File: src/mem_bus_pkg.sv
`default_nettype none

package mem_bus_pkg;

  localparam int MEM_DATA_WIDTH = 64;
  localparam int MEM_BYTE_WIDTH = MEM_DATA_WIDTH / 8;
  localparam int UNIT_SIZE      = 2;  // 32-bit lanes per beat.
  localparam int LANE_WIDTH     = $clog2(UNIT_SIZE);
  localparam int MEM_ID_WIDTH   = 4;
  localparam int MEM_ADDR_WIDTH = 16;
  localparam int LENGTH_WIDTH   = 5;  // holds up to 16 units, zero is illegal.

  typedef enum logic {
    MEM_READ  = 1'b0,
    MEM_WRITE = 1'b1
  } mem_cmd_e;

  typedef struct packed {
    mem_cmd_e                  kind;
    logic [MEM_ID_WIDTH-1:0]   id;
    logic [MEM_ADDR_WIDTH-1:0] addr;    // byte address of the first unit.
    logic [LENGTH_WIDTH-1:0]   length;  // number of 32-bit units.
  } mem_cmd_t;

  typedef struct packed {
    logic [MEM_DATA_WIDTH-1:0] data;
    logic [MEM_BYTE_WIDTH-1:0] byteen;
  } mem_wdata_t;

  typedef struct packed {
    logic [MEM_ID_WIDTH-1:0]   id;
    logic [MEM_DATA_WIDTH-1:0] data;
    logic                      error;
    logic                      last;
  } mem_resp_t;

  typedef struct packed {
    logic [MEM_ID_WIDTH-1:0] id;
    logic [LANE_WIDTH-1:0]   lane;    // lane of the first unit.
    logic [LENGTH_WIDTH-1:0] length;
  } resp_info_t;

endpackage

`default_nettype wire

File: src/csr_bus_pkg.sv
`default_nettype none

package csr_bus_pkg;

  localparam int CSR_DATA_WIDTH = 32;
  localparam int UNIT_BYTES     = CSR_DATA_WIDTH / 8;
  localparam int CSR_ADDR_WIDTH = 16;

  typedef struct packed {
    logic                      write;
    logic [CSR_ADDR_WIDTH-1:0] addr;    // always word aligned.
    logic [CSR_DATA_WIDTH-1:0] data;
    logic [UNIT_BYTES-1:0]     byteen;
  } csr_cmd_t;

  typedef struct packed {
    logic [CSR_DATA_WIDTH-1:0] data;
    logic                      error;
  } csr_resp_t;

endpackage

`default_nettype wire

File: src/resp_info_fifo.sv
`timescale 1ns/1ps
`default_nettype none

module resp_info_fifo #(
  parameter int INFO_DEPTH = 4
) (
  input  var logic                    i_clk,
  input  var logic                    i_rst_n,
  input  var logic                    i_push,
  input  var mem_bus_pkg::resp_info_t i_data,
  input  var logic                    i_pop,
  output mem_bus_pkg::resp_info_t     o_data,
  output logic                        o_empty,
  output logic                        o_full
);

  localparam int PTR_WIDTH   = (INFO_DEPTH > 1) ? $clog2(INFO_DEPTH) : 1;
  localparam int COUNT_WIDTH = $clog2(INFO_DEPTH + 1);

  mem_bus_pkg::resp_info_t entries [INFO_DEPTH];
  logic [PTR_WIDTH-1:0]    rd_ptr;
  logic [PTR_WIDTH-1:0]    wr_ptr;
  logic [COUNT_WIDTH-1:0]  count;
  logic                    push_en;
  logic                    pop_en;

  function automatic logic [PTR_WIDTH-1:0] next_ptr(input logic [PTR_WIDTH-1:0] ptr);
    if (ptr == PTR_WIDTH'(INFO_DEPTH - 1)) begin
      return '0;
    end
    return ptr + PTR_WIDTH'(1);
  endfunction

  always_comb begin
    o_empty = count == '0;
    o_full  = count == COUNT_WIDTH'(INFO_DEPTH);
    push_en = i_push && !o_full;
    pop_en  = i_pop && !o_empty;
    o_data  = entries[rd_ptr];  // head entry is always visible.
  end

  always_ff @(posedge i_clk or negedge i_rst_n) begin
    if (!i_rst_n) begin
      rd_ptr <= '0;
      wr_ptr <= '0;
      count  <= '0;
    end else begin
      if (push_en) begin
        wr_ptr <= next_ptr(wr_ptr);
      end
      if (pop_en) begin
        rd_ptr <= next_ptr(rd_ptr);
      end
      case ({push_en, pop_en})
        2'b10:   count <= count + COUNT_WIDTH'(1);
        2'b01:   count <= count - COUNT_WIDTH'(1);
        default: count <= count;
      endcase
    end
  end

  always_ff @(posedge i_clk) begin
    if (push_en) begin
      entries[wr_ptr] <= i_data;
    end
  end

endmodule

`default_nettype wire

File: src/request_splitter.sv
`timescale 1ns/1ps
`default_nettype none

module request_splitter (
  input  var logic                    i_clk,
  input  var logic                    i_rst_n,
  input  var logic                    i_mem_cmd_valid,
  input  var mem_bus_pkg::mem_cmd_t   i_mem_cmd,
  output logic                        o_mem_cmd_accept,
  input  var logic                    i_mem_wdata_valid,
  input  var mem_bus_pkg::mem_wdata_t i_mem_wdata,
  output logic                        o_mem_wdata_accept,
  output logic                        o_csr_cmd_valid,
  output csr_bus_pkg::csr_cmd_t       o_csr_cmd,
  input  var logic                    i_csr_cmd_accept,
  input  var logic                    i_info_full,
  output logic                        o_info_push,
  output mem_bus_pkg::resp_info_t     o_info
);

  localparam int UNIT_BYTES = csr_bus_pkg::UNIT_BYTES;
  localparam int UNIT_WIDTH = csr_bus_pkg::CSR_DATA_WIDTH;
  localparam int ADDR_WIDTH = csr_bus_pkg::CSR_ADDR_WIDTH;
  localparam int OFFSET_LSB = $clog2(UNIT_BYTES);
  localparam int LANE_WIDTH = mem_bus_pkg::LANE_WIDTH;
  localparam int LEN_WIDTH  = mem_bus_pkg::LENGTH_WIDTH;

  logic                  busy;
  logic [LEN_WIDTH-1:0]  remain;
  logic [LANE_WIDTH-1:0] lane;
  logic [ADDR_WIDTH-1:0] unit_addr;

  logic [LEN_WIDTH-1:0]  cur_len;
  logic [LANE_WIDTH-1:0] cur_lane;
  logic [ADDR_WIDTH-1:0] cur_addr;
  logic                  is_write;
  logic                  last_unit;
  logic                  last_lane;
  logic [UNIT_BYTES-1:0] unit_byteen;
  logic [UNIT_WIDTH-1:0] unit_data;
  logic                  skip;
  logic                  read_go;
  logic                  write_go;
  logic                  step;

  // the first unit comes straight from the command, later units from the counters.
  always_comb begin
    if (busy) begin
      cur_len  = remain;
      cur_lane = lane;
      cur_addr = unit_addr;
    end else begin
      cur_len  = i_mem_cmd.length;
      cur_lane = i_mem_cmd.addr[OFFSET_LSB +: LANE_WIDTH];
      cur_addr = ADDR_WIDTH'(i_mem_cmd.addr) & ~ADDR_WIDTH'(UNIT_BYTES - 1);
    end
  end

  always_comb begin
    is_write    = i_mem_cmd.kind == mem_bus_pkg::MEM_WRITE;
    last_unit   = cur_len == LEN_WIDTH'(1);
    last_lane   = cur_lane == LANE_WIDTH'(mem_bus_pkg::UNIT_SIZE - 1);
    unit_byteen = i_mem_wdata.byteen[UNIT_BYTES*cur_lane +: UNIT_BYTES];
    unit_data   = i_mem_wdata.data[UNIT_WIDTH*cur_lane +: UNIT_WIDTH];
    skip        = unit_byteen == '0;
    read_go     = i_mem_cmd_valid && !is_write && (busy || !i_info_full);
    write_go    = i_mem_cmd_valid && is_write && i_mem_wdata_valid;
    step        = (read_go && i_csr_cmd_accept) ||
                  (write_go && (skip || i_csr_cmd_accept));  // a skipped unit still takes a cycle.
  end

  always_comb begin
    o_csr_cmd_valid    = read_go || (write_go && !skip);
    o_csr_cmd.write    = is_write;
    o_csr_cmd.addr     = cur_addr;
    o_csr_cmd.data     = is_write ? unit_data : '0;
    o_csr_cmd.byteen   = is_write ? unit_byteen : '0;
    o_mem_cmd_accept   = step && last_unit;
    o_mem_wdata_accept = write_go && step && (last_lane || last_unit);
  end

  // a read is recorded once, with its first unit.
  always_comb begin
    o_info_push   = read_go && step && !busy;
    o_info.id     = i_mem_cmd.id;
    o_info.lane   = i_mem_cmd.addr[OFFSET_LSB +: LANE_WIDTH];
    o_info.length = i_mem_cmd.length;
  end

  always_ff @(posedge i_clk or negedge i_rst_n) begin
    if (!i_rst_n) begin
      busy      <= 1'b0;
      remain    <= '0;
      lane      <= '0;
      unit_addr <= '0;
    end else if (step) begin
      busy      <= !last_unit;
      remain    <= cur_len - LEN_WIDTH'(1);
      lane      <= cur_lane + LANE_WIDTH'(1);
      unit_addr <= cur_addr + ADDR_WIDTH'(UNIT_BYTES);
    end
  end

endmodule

`default_nettype wire

File: src/response_merger.sv
`timescale 1ns/1ps
`default_nettype none

module response_merger (
  input  var logic                    i_clk,
  input  var logic                    i_rst_n,
  input  var logic                    i_csr_resp_valid,
  input  var csr_bus_pkg::csr_resp_t  i_csr_resp,
  output logic                        o_csr_resp_accept,
  output logic                        o_mem_resp_valid,
  output mem_bus_pkg::mem_resp_t      o_mem_resp,
  input  var logic                    i_mem_resp_accept,
  input  var mem_bus_pkg::resp_info_t i_info,
  input  var logic                    i_info_empty,
  output logic                        o_info_pop
);

  localparam int UNIT_WIDTH = csr_bus_pkg::CSR_DATA_WIDTH;
  localparam int UNIT_SIZE  = mem_bus_pkg::UNIT_SIZE;
  localparam int LANE_WIDTH = mem_bus_pkg::LANE_WIDTH;
  localparam int LEN_WIDTH  = mem_bus_pkg::LENGTH_WIDTH;
  localparam int DATA_WIDTH = mem_bus_pkg::MEM_DATA_WIDTH;

  logic [LEN_WIDTH-1:0]                 count;
  logic [LANE_WIDTH-1:0]                lane;
  logic [UNIT_SIZE-2:0][UNIT_WIDTH-1:0] lane_data;
  logic                                 error;

  logic [LANE_WIDTH-1:0]                cur_lane;
  logic                                 last_unit;
  logic                                 send;
  logic                                 csr_ack;
  logic [DATA_WIDTH-1:0]                beat_data;

  always_comb begin
    cur_lane  = (count == '0) ? i_info.lane : lane;
    last_unit = (count + LEN_WIDTH'(1)) == i_info.length;
    send      = last_unit || (cur_lane == LANE_WIDTH'(UNIT_SIZE - 1));

    o_mem_resp_valid  = i_csr_resp_valid && !i_info_empty && send;
    o_csr_resp_accept = !i_info_empty && (!send || i_mem_resp_accept);
    csr_ack           = i_csr_resp_valid && o_csr_resp_accept;
    o_info_pop        = csr_ack && last_unit;
  end

  // lanes not yet written in this beat hold zero, so uncovered lanes read zero.
  always_comb begin
    beat_data = '0;
    for (int i = 0; i < UNIT_SIZE - 1; i++) begin
      beat_data[UNIT_WIDTH*i +: UNIT_WIDTH] = lane_data[i];
    end
    beat_data[UNIT_WIDTH*cur_lane +: UNIT_WIDTH] = i_csr_resp.data;
  end

  always_comb begin
    o_mem_resp.id    = i_info.id;
    o_mem_resp.data  = beat_data;
    o_mem_resp.error = error || i_csr_resp.error;
    o_mem_resp.last  = last_unit;
  end

  always_ff @(posedge i_clk or negedge i_rst_n) begin
    if (!i_rst_n) begin
      count <= '0;
      lane  <= '0;
    end else if (csr_ack) begin
      count <= last_unit ? '0 : count + LEN_WIDTH'(1);
      lane  <= cur_lane + LANE_WIDTH'(1);
    end
  end

  always_ff @(posedge i_clk or negedge i_rst_n) begin
    if (!i_rst_n) begin
      lane_data <= '0;
      error     <= 1'b0;
    end else if (csr_ack) begin
      if (send) begin
        lane_data <= '0;
        error     <= 1'b0;
      end else begin
        for (int i = 0; i < UNIT_SIZE - 1; i++) begin
          if (LANE_WIDTH'(i) == cur_lane) begin
            lane_data[i] <= i_csr_resp.data;
          end
        end
        error <= error || i_csr_resp.error;  // sticky until the beat goes out.
      end
    end
  end

endmodule

`default_nettype wire

File: src/membus2csr_bridge.sv
`timescale 1ns/1ps
`default_nettype none

module membus2csr_bridge #(
  parameter int INFO_DEPTH = 4
) (
  input  var logic                    i_clk,
  input  var logic                    i_rst_n,
  input  var logic                    i_mem_cmd_valid,
  input  var mem_bus_pkg::mem_cmd_t   i_mem_cmd,
  output logic                        o_mem_cmd_accept,
  input  var logic                    i_mem_wdata_valid,
  input  var mem_bus_pkg::mem_wdata_t i_mem_wdata,
  output logic                        o_mem_wdata_accept,
  output logic                        o_mem_resp_valid,
  output mem_bus_pkg::mem_resp_t      o_mem_resp,
  input  var logic                    i_mem_resp_accept,
  output logic                        o_csr_cmd_valid,
  output csr_bus_pkg::csr_cmd_t       o_csr_cmd,
  input  var logic                    i_csr_cmd_accept,
  input  var logic                    i_csr_resp_valid,
  input  var csr_bus_pkg::csr_resp_t  i_csr_resp,
  output logic                        o_csr_resp_accept
);

  logic                    info_push;
  logic                    info_pop;
  logic                    info_empty;
  logic                    info_full;
  mem_bus_pkg::resp_info_t info_in;
  mem_bus_pkg::resp_info_t info_head;

  request_splitter u_splitter (
    .i_clk              (i_clk),
    .i_rst_n            (i_rst_n),
    .i_mem_cmd_valid    (i_mem_cmd_valid),
    .i_mem_cmd          (i_mem_cmd),
    .o_mem_cmd_accept   (o_mem_cmd_accept),
    .i_mem_wdata_valid  (i_mem_wdata_valid),
    .i_mem_wdata        (i_mem_wdata),
    .o_mem_wdata_accept (o_mem_wdata_accept),
    .o_csr_cmd_valid    (o_csr_cmd_valid),
    .o_csr_cmd          (o_csr_cmd),
    .i_csr_cmd_accept   (i_csr_cmd_accept),
    .i_info_full        (info_full),
    .o_info_push        (info_push),
    .o_info             (info_in)
  );

  resp_info_fifo #(
    .INFO_DEPTH (INFO_DEPTH)
  ) u_info_fifo (
    .i_clk   (i_clk),
    .i_rst_n (i_rst_n),
    .i_push  (info_push),
    .i_data  (info_in),
    .i_pop   (info_pop),
    .o_data  (info_head),
    .o_empty (info_empty),
    .o_full  (info_full)
  );

  response_merger u_merger (
    .i_clk             (i_clk),
    .i_rst_n           (i_rst_n),
    .i_csr_resp_valid  (i_csr_resp_valid),
    .i_csr_resp        (i_csr_resp),
    .o_csr_resp_accept (o_csr_resp_accept),
    .o_mem_resp_valid  (o_mem_resp_valid),
    .o_mem_resp        (o_mem_resp),
    .i_mem_resp_accept (i_mem_resp_accept),
    .i_info            (info_head),
    .i_info_empty      (info_empty),
    .o_info_pop        (info_pop)
  );

endmodule

`default_nettype wire

File: config.mk
export PLATFORM = sky130hd
export DESIGN_NAME = membus2csr_bridge
export DESIGN_NICKNAME = d
export VERILOG_FILES = /design/src/mem_bus_pkg.sv /design/src/csr_bus_pkg.sv /design/src/resp_info_fifo.sv /design/src/request_splitter.sv /design/src/response_merger.sv /design/src/membus2csr_bridge.sv
export SDC_FILE = /design/constraint.sdc
export NUM_CORES = 1
export LEC_CHECK = 0
export BUFFER_PORTS_ARGS = -buffer_cell sky130_fd_sc_hd__buf_4
export CORE_ASPECT_RATIO = 1.4
export CORE_MARGIN = 3
export CORE_UTILIZATION = 54
export CTS_BUF_LIST = sky130_fd_sc_hd__clkbuf_2
export DETAILED_ROUTE_END_ITERATION = 8
export GPL_TIMING_DRIVEN = 0
export PLACE_DENSITY = 0.89
export SLEW_MARGIN = 25
export SYNTH_ARGS = -nofsm -noshare
export SYNTH_HDL_FRONTEND = slang
export SYNTH_SLANG_ARGS = --single-unit
File: constraint.sdc
create_clock -name i_clk -period 6.9 [get_ports i_clk]
set_input_delay 0.345 -clock i_clk [delete_from_list [all_inputs] [get_ports i_clk]]
set_output_delay 0.345 -clock i_clk [all_outputs]
set_load 0.03 [all_outputs]
==> results of run 1 <==
through the flow:
| stage | utilization | instance area, sq um | hold WS (ns) | std cells | power (uW) |
|---|---|---|---|---|---|
| 4_1_cts | 0.792 | 8980 | 0.0653 | 1059 | 3220 |
| 3_5_place_dp | 0.744 | 8440 | 0.476 | 999 | 2930 |
| 6_report | 0.793 | 8990 | 0.120 | 1060 | 3250 |
| 3_3_place_gp | 0.744 | 8440 | 0.465 | 999 | 2860 |
| 2_1_floorplan | - | 6280 | 0.0494 | 592 | 2250 |
| 5_1_grt | 0.793 | 8990 | 0.0858 | 1060 | 3420 |
worst max-delay path: stages (launching register included):
cell,delay [ns]
dfrtp_1,0.51
buf_4,0.25
mux4_2,0.53
mux2i_1,0.41
buf_2,0.34
clkbuf_1,0.53
a21oi_1,0.15
nor2_1,0.16
buf_4,0.18
final timing paths:
check / startpoint / endpoint / slack [ns] / cells after the start
min: i_mem_cmd[11] / u_splitter.unit_addr[6] / 0.12 / 4
min in group asynchronous: i_rst_n / u_merger.lane_data[2] / 0.36 / 2
max: u_info_fifo.rd_ptr[0] / o_csr_resp_accept / 2.89 / 8
max reg2reg: u_splitter.busy / u_info_fifo.count[2] / 3.34 / 14
min reg2reg: u_merger.error / u_merger.error / 0.53 / 2
max in group asynchronous: i_rst_n / u_merger.lane_data[24] / 5.94 / 2
cells by family (layout without fill, tap and decap cells):
family	count (synthesis)	after routing
simple gates	199	199
compound gates	122	122
flops	109	109
mux	70	70
buf+inv	57	380
xor+xnor	23	23
fa+ha+maj	12	12
other cells	0	1
synth_stat cells (all sizes together), types with 9 or more instances:
| cell | instances |
|---|---|
| nand2 | 93 |
| dfrtp | 69 |
| nor2b | 44 |
| mux2 | 42 |
| edfxtp | 40 |
| a21boi | 33 |
| a22o | 33 |
| nor2 | 27 |
| a21oi | 26 |
| inv | 21 |
| mux2i | 20 |
| buf | 18 |
| clkbuf | 18 |
| xnor2 | 15 |
| o21ai | 13 |
| ha | 11 |
| nand3 | 9 |
state kept, by name (all words and copies together) (netlist names):
register,flops
u_splitter.remain,5
u_merger.lane_data,32
u_merger.error,1
u_info_fifo.wr_ptr,2
u_splitter.busy,1
u_splitter.lane,1
u_merger.lane,1
u_info_fifo.count,3
u_info_fifo.entries,40
u_merger.count,5
u_splitter.unit_addr,16
u_info_fifo.rd_ptr,2
per-layer routing:
metal | up-vias | wire length [um]
li1 | 2718 | -
met1 | 2828 | 6780
met5 | - | 0
met4 | 0 | 862
met2 | 369 | 11000
met3 | 64 | 1820
what timing repair did:
item,CTS,global route
hold buffers,44,0
endpoints found under the hold margin,142,0
buffers inserted,0,0
setup endpoints to repair,0,0
layout make-up:
cell class                 count  share of cell area
multi-input combinational    426               0.345
buffer                        36              0.0196
sequential                   109               0.326
clock inverter                 7             0.00654
antenna                        1            0.000278
clock buffer                   9             0.00501
timing repair buffer         307               0.269
tap                          144              0.0201
inverter                      21             0.00877
where the power goes:
part	internal (uW)	leakage (uW)	switching, uW
combinational	824	0.00293	1200
clock	54.1	0.0000660	222
sequential	823	0.00119	119
==> reports/qor.txt, run 1 <==
======================================================================================
Starting DRT DRC Count                                                             339
Count of fill cells added during filler insertion                                  676
Footprint of the multi-input gates                                          3100 sq um
Number of maximum-capacitance violations                                             0
Total number of H-tree levels                                                        3
Fin Setup TNS                                                                     0 ns
Most common cell after layout, fill and taps aside                               buf_4
Combinational family with the most area after synthesis                   simple AND/OR/NAND/NOR gates
Normalized max-slew margin                                                       0.388
Required time of the critical path                                             6.55 ns
Global-route met2 utilization                                                    0.586
Leakage power total                                                         0.00419 uW
Height of the chip                                                              134 um
Post-Synthesis Mean Instance Area                                           10.6 sq um
Xor and xnor area share after synthesis                                         0.0332
Post-detailed-route wirelength per cell                                        19.3 um
GRT Overall Usage                                                                0.312
Routing usage on met3                                                           0.0665
Worst-case vdd ir drop                                                        0.154 mV
Most utilized layer in the global route result                                    met2
Async S/R FF share, synth                                                        0.633
DRC                                                                                  0
Hold Crit Class                                                              in -> reg
Signal arrival time at the worst endpoint                                      3.66 ns
Worst slew pin tran                                                           0.917 ns
Post-route fraction of the period consumed by the critical path                  0.581
Via count                                                                         5979
Clock Latency Late Sink                                                        0.61 ns
Layout Nets                                                                       1060
Initial antenna violation count                                                      1
Vias in the first global route                                                    6258
Yosys top cell by area                                                         dfrtp_1
Register clock-pin slew on the reported worst setup and hold paths             0.31 ns
Worst path setup slack after routing                                           2.89 ns
Share of Yosys cell area claimed by the top area cell type                       0.275
Number of standard-cell rows in the floorplan                                       46
Horizontal die dimension                                                       97.2 um
GRT overflow                                                                         0
Number of flip-flops and latches in the synthesized netlist                        109
Element type at the critical path end                                       output pin
Initial core utilization                                                         0.554
Compound-cell area share of the yosys netlist                                    0.145
Via count normalized by instance count                                            5.64
Synthesized instance count                                                         592
Maximum number of pins on one net before global-route repair                        70
Fraction of the mapped netlist area in simple logic gates                        0.152
Power Dens Cells                                                           361 nW/um^2
Total count of hold-check failures in the final report                               0
Max Fclk                                                                       249 MHz
Setup repair after global routing missed its margin                              false
Status                                                                       completed
Synthesis-to-layout area growth                                                  43.0%
Warnings, synthesis                                                                  0
Cts bufs inserted                                                                    9
Worst slack at placement                                                       3.40 ns
Final count of pins violating max slew                                               0
Number of distinct standard cells referenced by the synthesized netlist             57
Met1 usage in global routing                                                     0.334
Top flip-flop cell by instance count after synthesis                           dfrtp_1
TritonCTS clock tree                                                             built
Leading post-synthesis cells by cell area                                 dfrtp_1, edfxtp_1, mux2_2, nand2_1, a22o_1
Final setup violating endpoints                                                      0
Number of detailed-route iterations in the first pass                                5
Count of input and output buffers                                                  263
Worst Skew                                                                   0.0338 ns
Fraction of final layout cells sized beyond drive strength 1                     0.389
Maximum fanout along the worst path                                                 10
Root Driver                                                                   clkbuf_2
Startpoint Class                                                                  flop
Post-Synth Adder-Cell Area                                                      0.0251
Total length of routed wires                                                  20400 um
DPL Wire Length                                                               15500 um
Sequential Area                                                             2930 sq um
Final antenna-violating net count                                                    0
Fraction of the yosys area taken by sequential cells                             0.466
Std-Cell Core Area                                                         11300 sq um
Count of pins on the block boundary                                                266
Critical Setup Path Class                                                   reg -> out
Max Root-Sink Buffers                                                                2
Global placement routability congestion                                          0.866
Die outline area                                                           13000 sq um
First-pass GRT wire length                                                    32000 um
Post-Syn Nets                                                                      742
Post-synth EDFFs                                                                    40
Post-cts sizing count                                                                0
Clock sink count                                                                   109
Proportion of synthesized area in mux cells                                      0.138
Commonest non-fill, non-tap cells in the layout                           buf_4, nand2_1, dfrtp_1
Total standard cell area after synthesis                                    6280 sq um
Post-layout min period                                                         4.01 ns
======================================================================================
Power figures use the tool's default switching activity.
==> run 2, diff against run 1 <==
--- a/config.mk
+++ b/config.mk
@@ -8,11 +8,11 @@
 export BUFFER_PORTS_ARGS = -buffer_cell sky130_fd_sc_hd__buf_4
 export CORE_ASPECT_RATIO = 1.4
 export CORE_MARGIN = 3
-export CORE_UTILIZATION = 54
+export CORE_UTILIZATION = 50
 export CTS_BUF_LIST = sky130_fd_sc_hd__clkbuf_2
 export DETAILED_ROUTE_END_ITERATION = 8
 export GPL_TIMING_DRIVEN = 0
-export PLACE_DENSITY = 0.89
+export PLACE_DENSITY = 0.83
 export SLEW_MARGIN = 25
 export SYNTH_ARGS = -nofsm -noshare
 export SYNTH_HDL_FRONTEND = slang
==> constraint.sdc (replaced) <==
create_clock -name i_clk -period 3.9 [get_ports i_clk]
set_input_delay 0.195 -clock i_clk [delete_from_list [all_inputs] [get_ports i_clk]]
set_output_delay 0.195 -clock i_clk [all_outputs]
set_load 0.03 [all_outputs]
==> reports/qor.txt, run 2 (same netlist as run 1, synthesis figures left out) <==
=================================================================================
Int Pwr                                                                   3000 uW
Critical Setup Path Class                                              reg -> out
Register clock-pin slew on the reported worst setup and hold paths        0.28 ns
Most utilized layer in the global route result                               met2
Final antenna-violating net count                                               0
Commonest non-fill, non-tap cells in the layout                      buf_4, nand2_1, dfrtp_1
Startpoint Class                                                             flop
Count of input and output buffers                                             263
Horizontal die dimension                                                   101 um
DRC                                                                             0
Starting DRT DRC Count                                                        278
Std-Cell Core Area                                                    12100 sq um
Global placement routability congestion                                     0.925
Total count of hold-check failures in the final report                          0
Max Root-Sink Buffers                                                           2
Most common cell after layout, fill and taps aside                          buf_4
Maximum fanout along the worst path                                            10
Clock Latency Late Sink                                                   0.58 ns
Routing usage on met3                                                      0.0539
Post-detailed-route wirelength per cell                                   19.0 um
Synthesis-to-layout area growth                                             43.0%
Element type at the critical path end                                  output pin
Die outline area                                                      14000 sq um
Dpl cell area                                                          8440 sq um
Vias in the first global route                                               6128
Number of detailed-route iterations in the first pass                           4
Post-layout min period                                                    3.61 ns
Initial antenna violation count                                                 2
Max Fclk                                                                  277 MHz
Layout Nets                                                                  1061
Critical Path Start                                                  u_splitter.busy
Total number of H-tree levels                                                   3
R2R setup slack                                                           0.43 ns
Setup repair after global routing missed its margin                         false
Normalized max-slew margin                                                  0.386
Leakage power total                                                    0.00418 uW
Total length of routed wires                                             20200 um
Count of pins on the block boundary                                           266
End-of-flow core utilization                                                0.746
Largest register by flop count                                       u_info_fifo.entries
GRT Overall Usage                                                           0.284
Global-route met2 utilization                                               0.520
Combinational fraction of design power                                      0.630
Proportion of power drawn by the clock network                              0.079
Signal arrival time at the worst endpoint                                 3.41 ns
TritonCTS clock tree                                                        built
Initial core utilization                                                    0.521
Worst-case vdd ir drop                                                   0.254 mV
HP Start                                                             i_mem_cmd[11]
First-pass GRT wire length                                               31200 um
Registers with the highest flip-flop counts                          u_info_fifo.entries: 40 flops, u_merger.lane_data: 32 flops, u_splitter.unit_addr: 16 flops
DPL Wire Length                                                          15600 um
Power Dens Cells                                                      633 nW/um^2
Switching power share of the total                                          0.473
Fraction of final layout cells sized beyond drive strength 1                0.391
RR Startpoint                                                        u_splitter.busy
Worst-case hold slack                                                   0.0516 ns
Root Driver                                                              clkbuf_2
Count of fill cells added during filler insertion                             795
Portion of total power attributed to sequential cells                       0.291
Met1 usage in global routing                                                0.309
Final non-filler cell area                                             8990 sq um
Worst Skew                                                              0.0308 ns
Via count                                                                    5852
Net switching power                                                       2690 uW
Height of the chip                                                         139 um
Maximum number of pins on one net before global-route repair                   70
Final setup violating endpoints                                                 0
Cts bufs inserted                                                               9
Final count of pins violating max slew                                          0
Number of standard-cell rows in the floorplan                                  47
Clock sink count                                                              109
Via count normalized by instance count                                       5.50
Hold Crit Class                                                         in -> reg
Number of maximum-capacitance violations                                        0
Post-route fraction of the period consumed by the critical path             0.925
GRT overflow                                                                    0
Fin Setup TNS                                                                0 ns
Number of flip-flops in the largest register                                   40
Required time of the critical path                                        3.70 ns
Status                                                                  completed
Worst slew pin tran                                                      0.921 ns
=================================================================================
-- run 2: final cells by class --
cell class              count  area [sq um]  share of cell area
plain buffers              36           178              0.0198
clock inverters             7          42.5             0.00473
flip-flops and latches    109          2930               0.326
multi-input cells         426          3110               0.345
inverters                  21          78.8             0.00877
repair buffers            308          2420               0.270
diodes                      1          2.50            0.000278
clock buffers               9          45.0             0.00501
well taps                 147           184              0.0205
-- run 2: critical path: stages, from the launching register on --
cell and delay, ns:
dfrtp_1 0.40, buf_4 0.18, buf_2 0.29, buf_2 0.35
nand2_1 0.09, nand2_1 0.17, clkbuf_1 0.37, nand2_1 0.09
a21boi_0 0.62, buf_4 0.28
-- run 2: final timing paths --
path / depth (start not counted) / end
worst max-delay path: 9 / o_csr_cmd[9]
worst min-delay path: 4 / u_splitter.unit_addr[6]
min in group asynchronous: 2 / u_merger.count[2]
worst max register to register: 12 / u_info_fifo.count[1]
worst min register to register: 2 / u_merger.error
max in group asynchronous: 2 / u_info_fifo.count[0]
-- run 2: what timing repair did --
item	in CTS	in global routing
gates resized for setup	0	3
endpoints found under the hold margin	143	0
endpoints found under the setup margin	0	4
hold buffers	45	0
buffers inserted	0	0
-- run 2: stage by stage --
stage	setup WS, ns	std cells	total power (uW)
2_1_floorplan	0.944	592	3980
3_3_place_gp	0.602	1002	5080
3_5_place_dp	0.504	1002	5180
4_1_cts	0.124	1063	5660
5_1_grt	0.0794	1064	6000
6_report	0.291	1064	5690
-- run 2: power by group through the flow --
stage	Sequential, uW	Clock (uW)	Combinational, uW
2_1_floorplan	1620	0	2360
3_3_place_gp	1650	0	3430
3_5_place_dp	1670	0	3510
4_1_cts	1640	457	3560
5_1_grt	1690	499	3810
6_report	1660	449	3580
-- run 2: layer usage --
layer	wire (um)	vias to the layer above
li1	-	2710
met1	6910	2802
met2	10900	289
met3	1710	49
met4	728	2
met5	17	-
==> run 3, diff against run 2 <==
--- a/config.mk
+++ b/config.mk
@@ -8,12 +8,13 @@
 export BUFFER_PORTS_ARGS = -buffer_cell sky130_fd_sc_hd__buf_4
 export CORE_ASPECT_RATIO = 1.4
 export CORE_MARGIN = 3
-export CORE_UTILIZATION = 50
+export CORE_UTILIZATION = 51
 export CTS_BUF_LIST = sky130_fd_sc_hd__clkbuf_2
 export DETAILED_ROUTE_END_ITERATION = 8
 export GPL_TIMING_DRIVEN = 0
-export PLACE_DENSITY = 0.83
+export PLACE_DENSITY = 0.84
 export SLEW_MARGIN = 25
 export SYNTH_ARGS = -nofsm -noshare
 export SYNTH_HDL_FRONTEND = slang
+export SYNTH_HIERARCHICAL = 1
 export SYNTH_SLANG_ARGS = --single-unit
==> reports/qor.txt, run 3 <==
======================================================================================
Clock sink count                                                                   109
Maximum number of pins on one net before global-route repair                        70
Std-Cell Core Area                                                         12600 sq um
Layout Cells excl Fill                                                            1159
Top flip-flop cell by instance count after synthesis                           dfrtp_1
Element type at the critical path end                                             flop
Status                                                                       completed
Final setup violating endpoints                                                      0
Global placement routability congestion                                          0.914
Height of the chip                                                              141 um
Starting DRT DRC Count                                                             359
Cells after DPL                                                                   1093
Total count of hold-check failures in the final report                               0
Layout Nets                                                                       1153
Horizontal die dimension                                                        102 um
Synthesized instance count                                                         685
Fin Setup TNS                                                                     0 ns
Post-route fraction of the period consumed by the critical path                  0.932
Commonest non-fill, non-tap cells in the layout                           buf_4, nand2_1, dfrtp_1
Overall Power                                                                  5610 uW
DRC                                                                                  0
Registers with the highest flip-flop counts                               u_info_fifo/entries: 40 flops, u_merger/lane_data: 32 flops, u_splitter/unit_addr: 16 flops
Total number of H-tree levels                                                        3
Power Dens Cells                                                           599 nW/um^2
Max Fclk                                                                       275 MHz
Die outline area                                                           14400 sq um
Post-detailed-route wirelength per cell                                        19.0 um
TritonCTS clock tree                                                             built
Final non-filler cell area                                                  9350 sq um
Setup repair after global routing missed its margin                              false
Max Root-Sink Buffers                                                                2
Synthesis-to-layout area growth                                                  41.0%
Number of detailed-route iterations in the first pass                                5
Normalized max-slew margin                                                       0.391
Number of flip-flops and latches in the synthesized netlist                        109
Via count normalized by instance count                                            5.60
GRT Overall Usage                                                                0.302
Total standard cell area after synthesis                                    6640 sq um
Post-synth EDFFs                                                                    40
Count of input and output buffers                                                  258
Largest register by flop count                                            u_info_fifo/entries
Via count                                                                         6487
Warnings, synthesis                                                                  6
Count of pins on the block boundary                                                266
Final antenna-violating net count                                                    0
Cts bufs inserted                                                                    9
Worst-case vdd ir drop                                                        0.270 mV
Number of flip-flops in the largest register                                        40
Root Driver                                                                   clkbuf_2
Fraction of final layout cells sized beyond drive strength 1                     0.389
Worst Skew                                                                   0.0333 ns
Register clock-pin slew on the reported worst setup and hold paths             0.29 ns
Worst slew pin tran                                                           0.913 ns
Yosys top cell by area                                                         dfrtp_1
Fraction of the yosys area taken by sequential cells                             0.441
Startpoint Class                                                                  flop
Async S/R FF share, synth                                                        0.633
Leading post-synthesis cells by cell area                                 dfrtp_1, edfxtp_1, nand2_1, mux2_2, mux4_2
Post-Synthesis Mean Instance Area                                           9.69 sq um
Total length of routed wires                                                  22000 um
Post-layout min period                                                         3.63 ns
Critical Setup Path Class                                                   reg -> reg
First-pass GRT wire length                                                    33400 um
Number of distinct standard cells referenced by the synthesized netlist             66
Initial antenna violation count                                                      1
GRT overflow                                                                         0
Most common cell after layout, fill and taps aside                               buf_4
Signal arrival time at the worst endpoint                                      4.14 ns
Vias in the first global route                                                    6595
Share of Yosys cell area claimed by the top area cell type                       0.260
Dpl cell area                                                               8760 sq um
Most frequent cell after synthesis                                             nand2_1
Required time of the critical path                                             4.41 ns
Final count of pins violating max slew                                               0
Maximum fanout along the worst path                                                 10
Initial core utilization                                                         0.529
Leakage power total                                                         0.00433 uW
Most used standard cells in the synthesized netlist                       nand2_1, dfrtp_1, o21ai_1
Hold Crit Class                                                              in -> reg
Number of standard-cell rows in the floorplan                                       48
Number of maximum-capacitance violations                                             0
Clock Latency Late Sink                                                        0.57 ns
Post-Syn Nets                                                                      835
DPL Wire Length                                                               16700 um
======================================================================================
## run 3: cells by family after synthesis
| kind of cell | Yosys count | synth area share |
|---|---|---|
| flops | 109 | 0.441 |
| simple gates | 268 | 0.200 |
| mux | 66 | 0.131 |
| compound gates | 130 | 0.118 |
| fa+ha+maj | 12 | 0.0238 |
| buf+inv | 81 | 0.0609 |
| xor+xnor | 19 | 0.0251 |
## run 3: metal layers
layer  track usage  wire length (um)
met1         0.304              7640
met2         0.564             11500
met3        0.0673              1820
met4         0.153               970
met5             0                 0
## run 3: worst max-delay path: stages (launching register included)
cell	delay (ns)
dfrtp_2	0.44
buf_6	0.17
mux4_2	0.53
xor2_1	0.19
o21ai_0	0.12
o2111ai_2	0.26
buf_2	0.27
buf_2	0.21
nor2_1	0.20
nand2b_4	0.10
inv_1	0.07
ha_1	0.18
inv_1	0.07
fa_1	0.37
xor2_1	0.15
nor2_1	0.11
xor2_1	0.16
## run 3: through the flow
stage	util	setup slack, ns	hold WS [ns]
3_5_place_dp	0.698	0.176	0.379
4_1_cts	0.744	0.124	0.00860
2_1_floorplan	-	0.589	-0.101
6_report	0.745	0.267	0.0652
5_1_grt	0.745	0.0369	0.0195
3_3_place_gp	0.698	0.255	0.372
## run 3: final timing paths
kind                                         start                 endpoint  slack, ns  depth (start not counted)
hold / removal                       i_mem_cmd[11]  u_splitter/unit_addr[6]       0.07                          5
hold reg to reg            u_splitter/unit_addr[1]  u_splitter/unit_addr[1]       0.51                          1
max in group asynchronous                  i_rst_n  u_splitter/unit_addr[1]       3.05                          2
min in group asynchronous                  i_rst_n        u_merger/count[2]       0.25                          2
setup / recovery             u_info_fifo/rd_ptr[0]     u_info_fifo/count[2]       0.27                         16
setup reg to reg             u_info_fifo/rd_ptr[0]     u_info_fifo/count[2]       0.27                         16
## run 3: cell type report
cell class                 instances  area (sq um)
multi-input combinational        495          3310
fill                             911          3200
sequential                       109          2930
timing repair buffer             307          2420
buffer                            59           322
tap                              150           188
inverter                          22          82.6
clock buffer                      10          50.0
clock inverter                     6          47.5
antenna                            1          2.50
## run 3: timing repair
item                                    4_1_cts  5_1_grt
resized for setup                             0        2
buffers inserted                              0        1
hold endpoints to repair                    149        0
endpoints found under the setup margin        0        2
hold buffers                                 48        0
## run 3: power breakdown
part | switching [uW] | leakage (uW) | internal [uW] | total (uW)
Clock | 379 | 0.0000591 | 92.6 | 471
Combinational | 2090 | 0.00304 | 1390 | 3480
Sequential | 197 | 0.00123 | 1460 | 1650
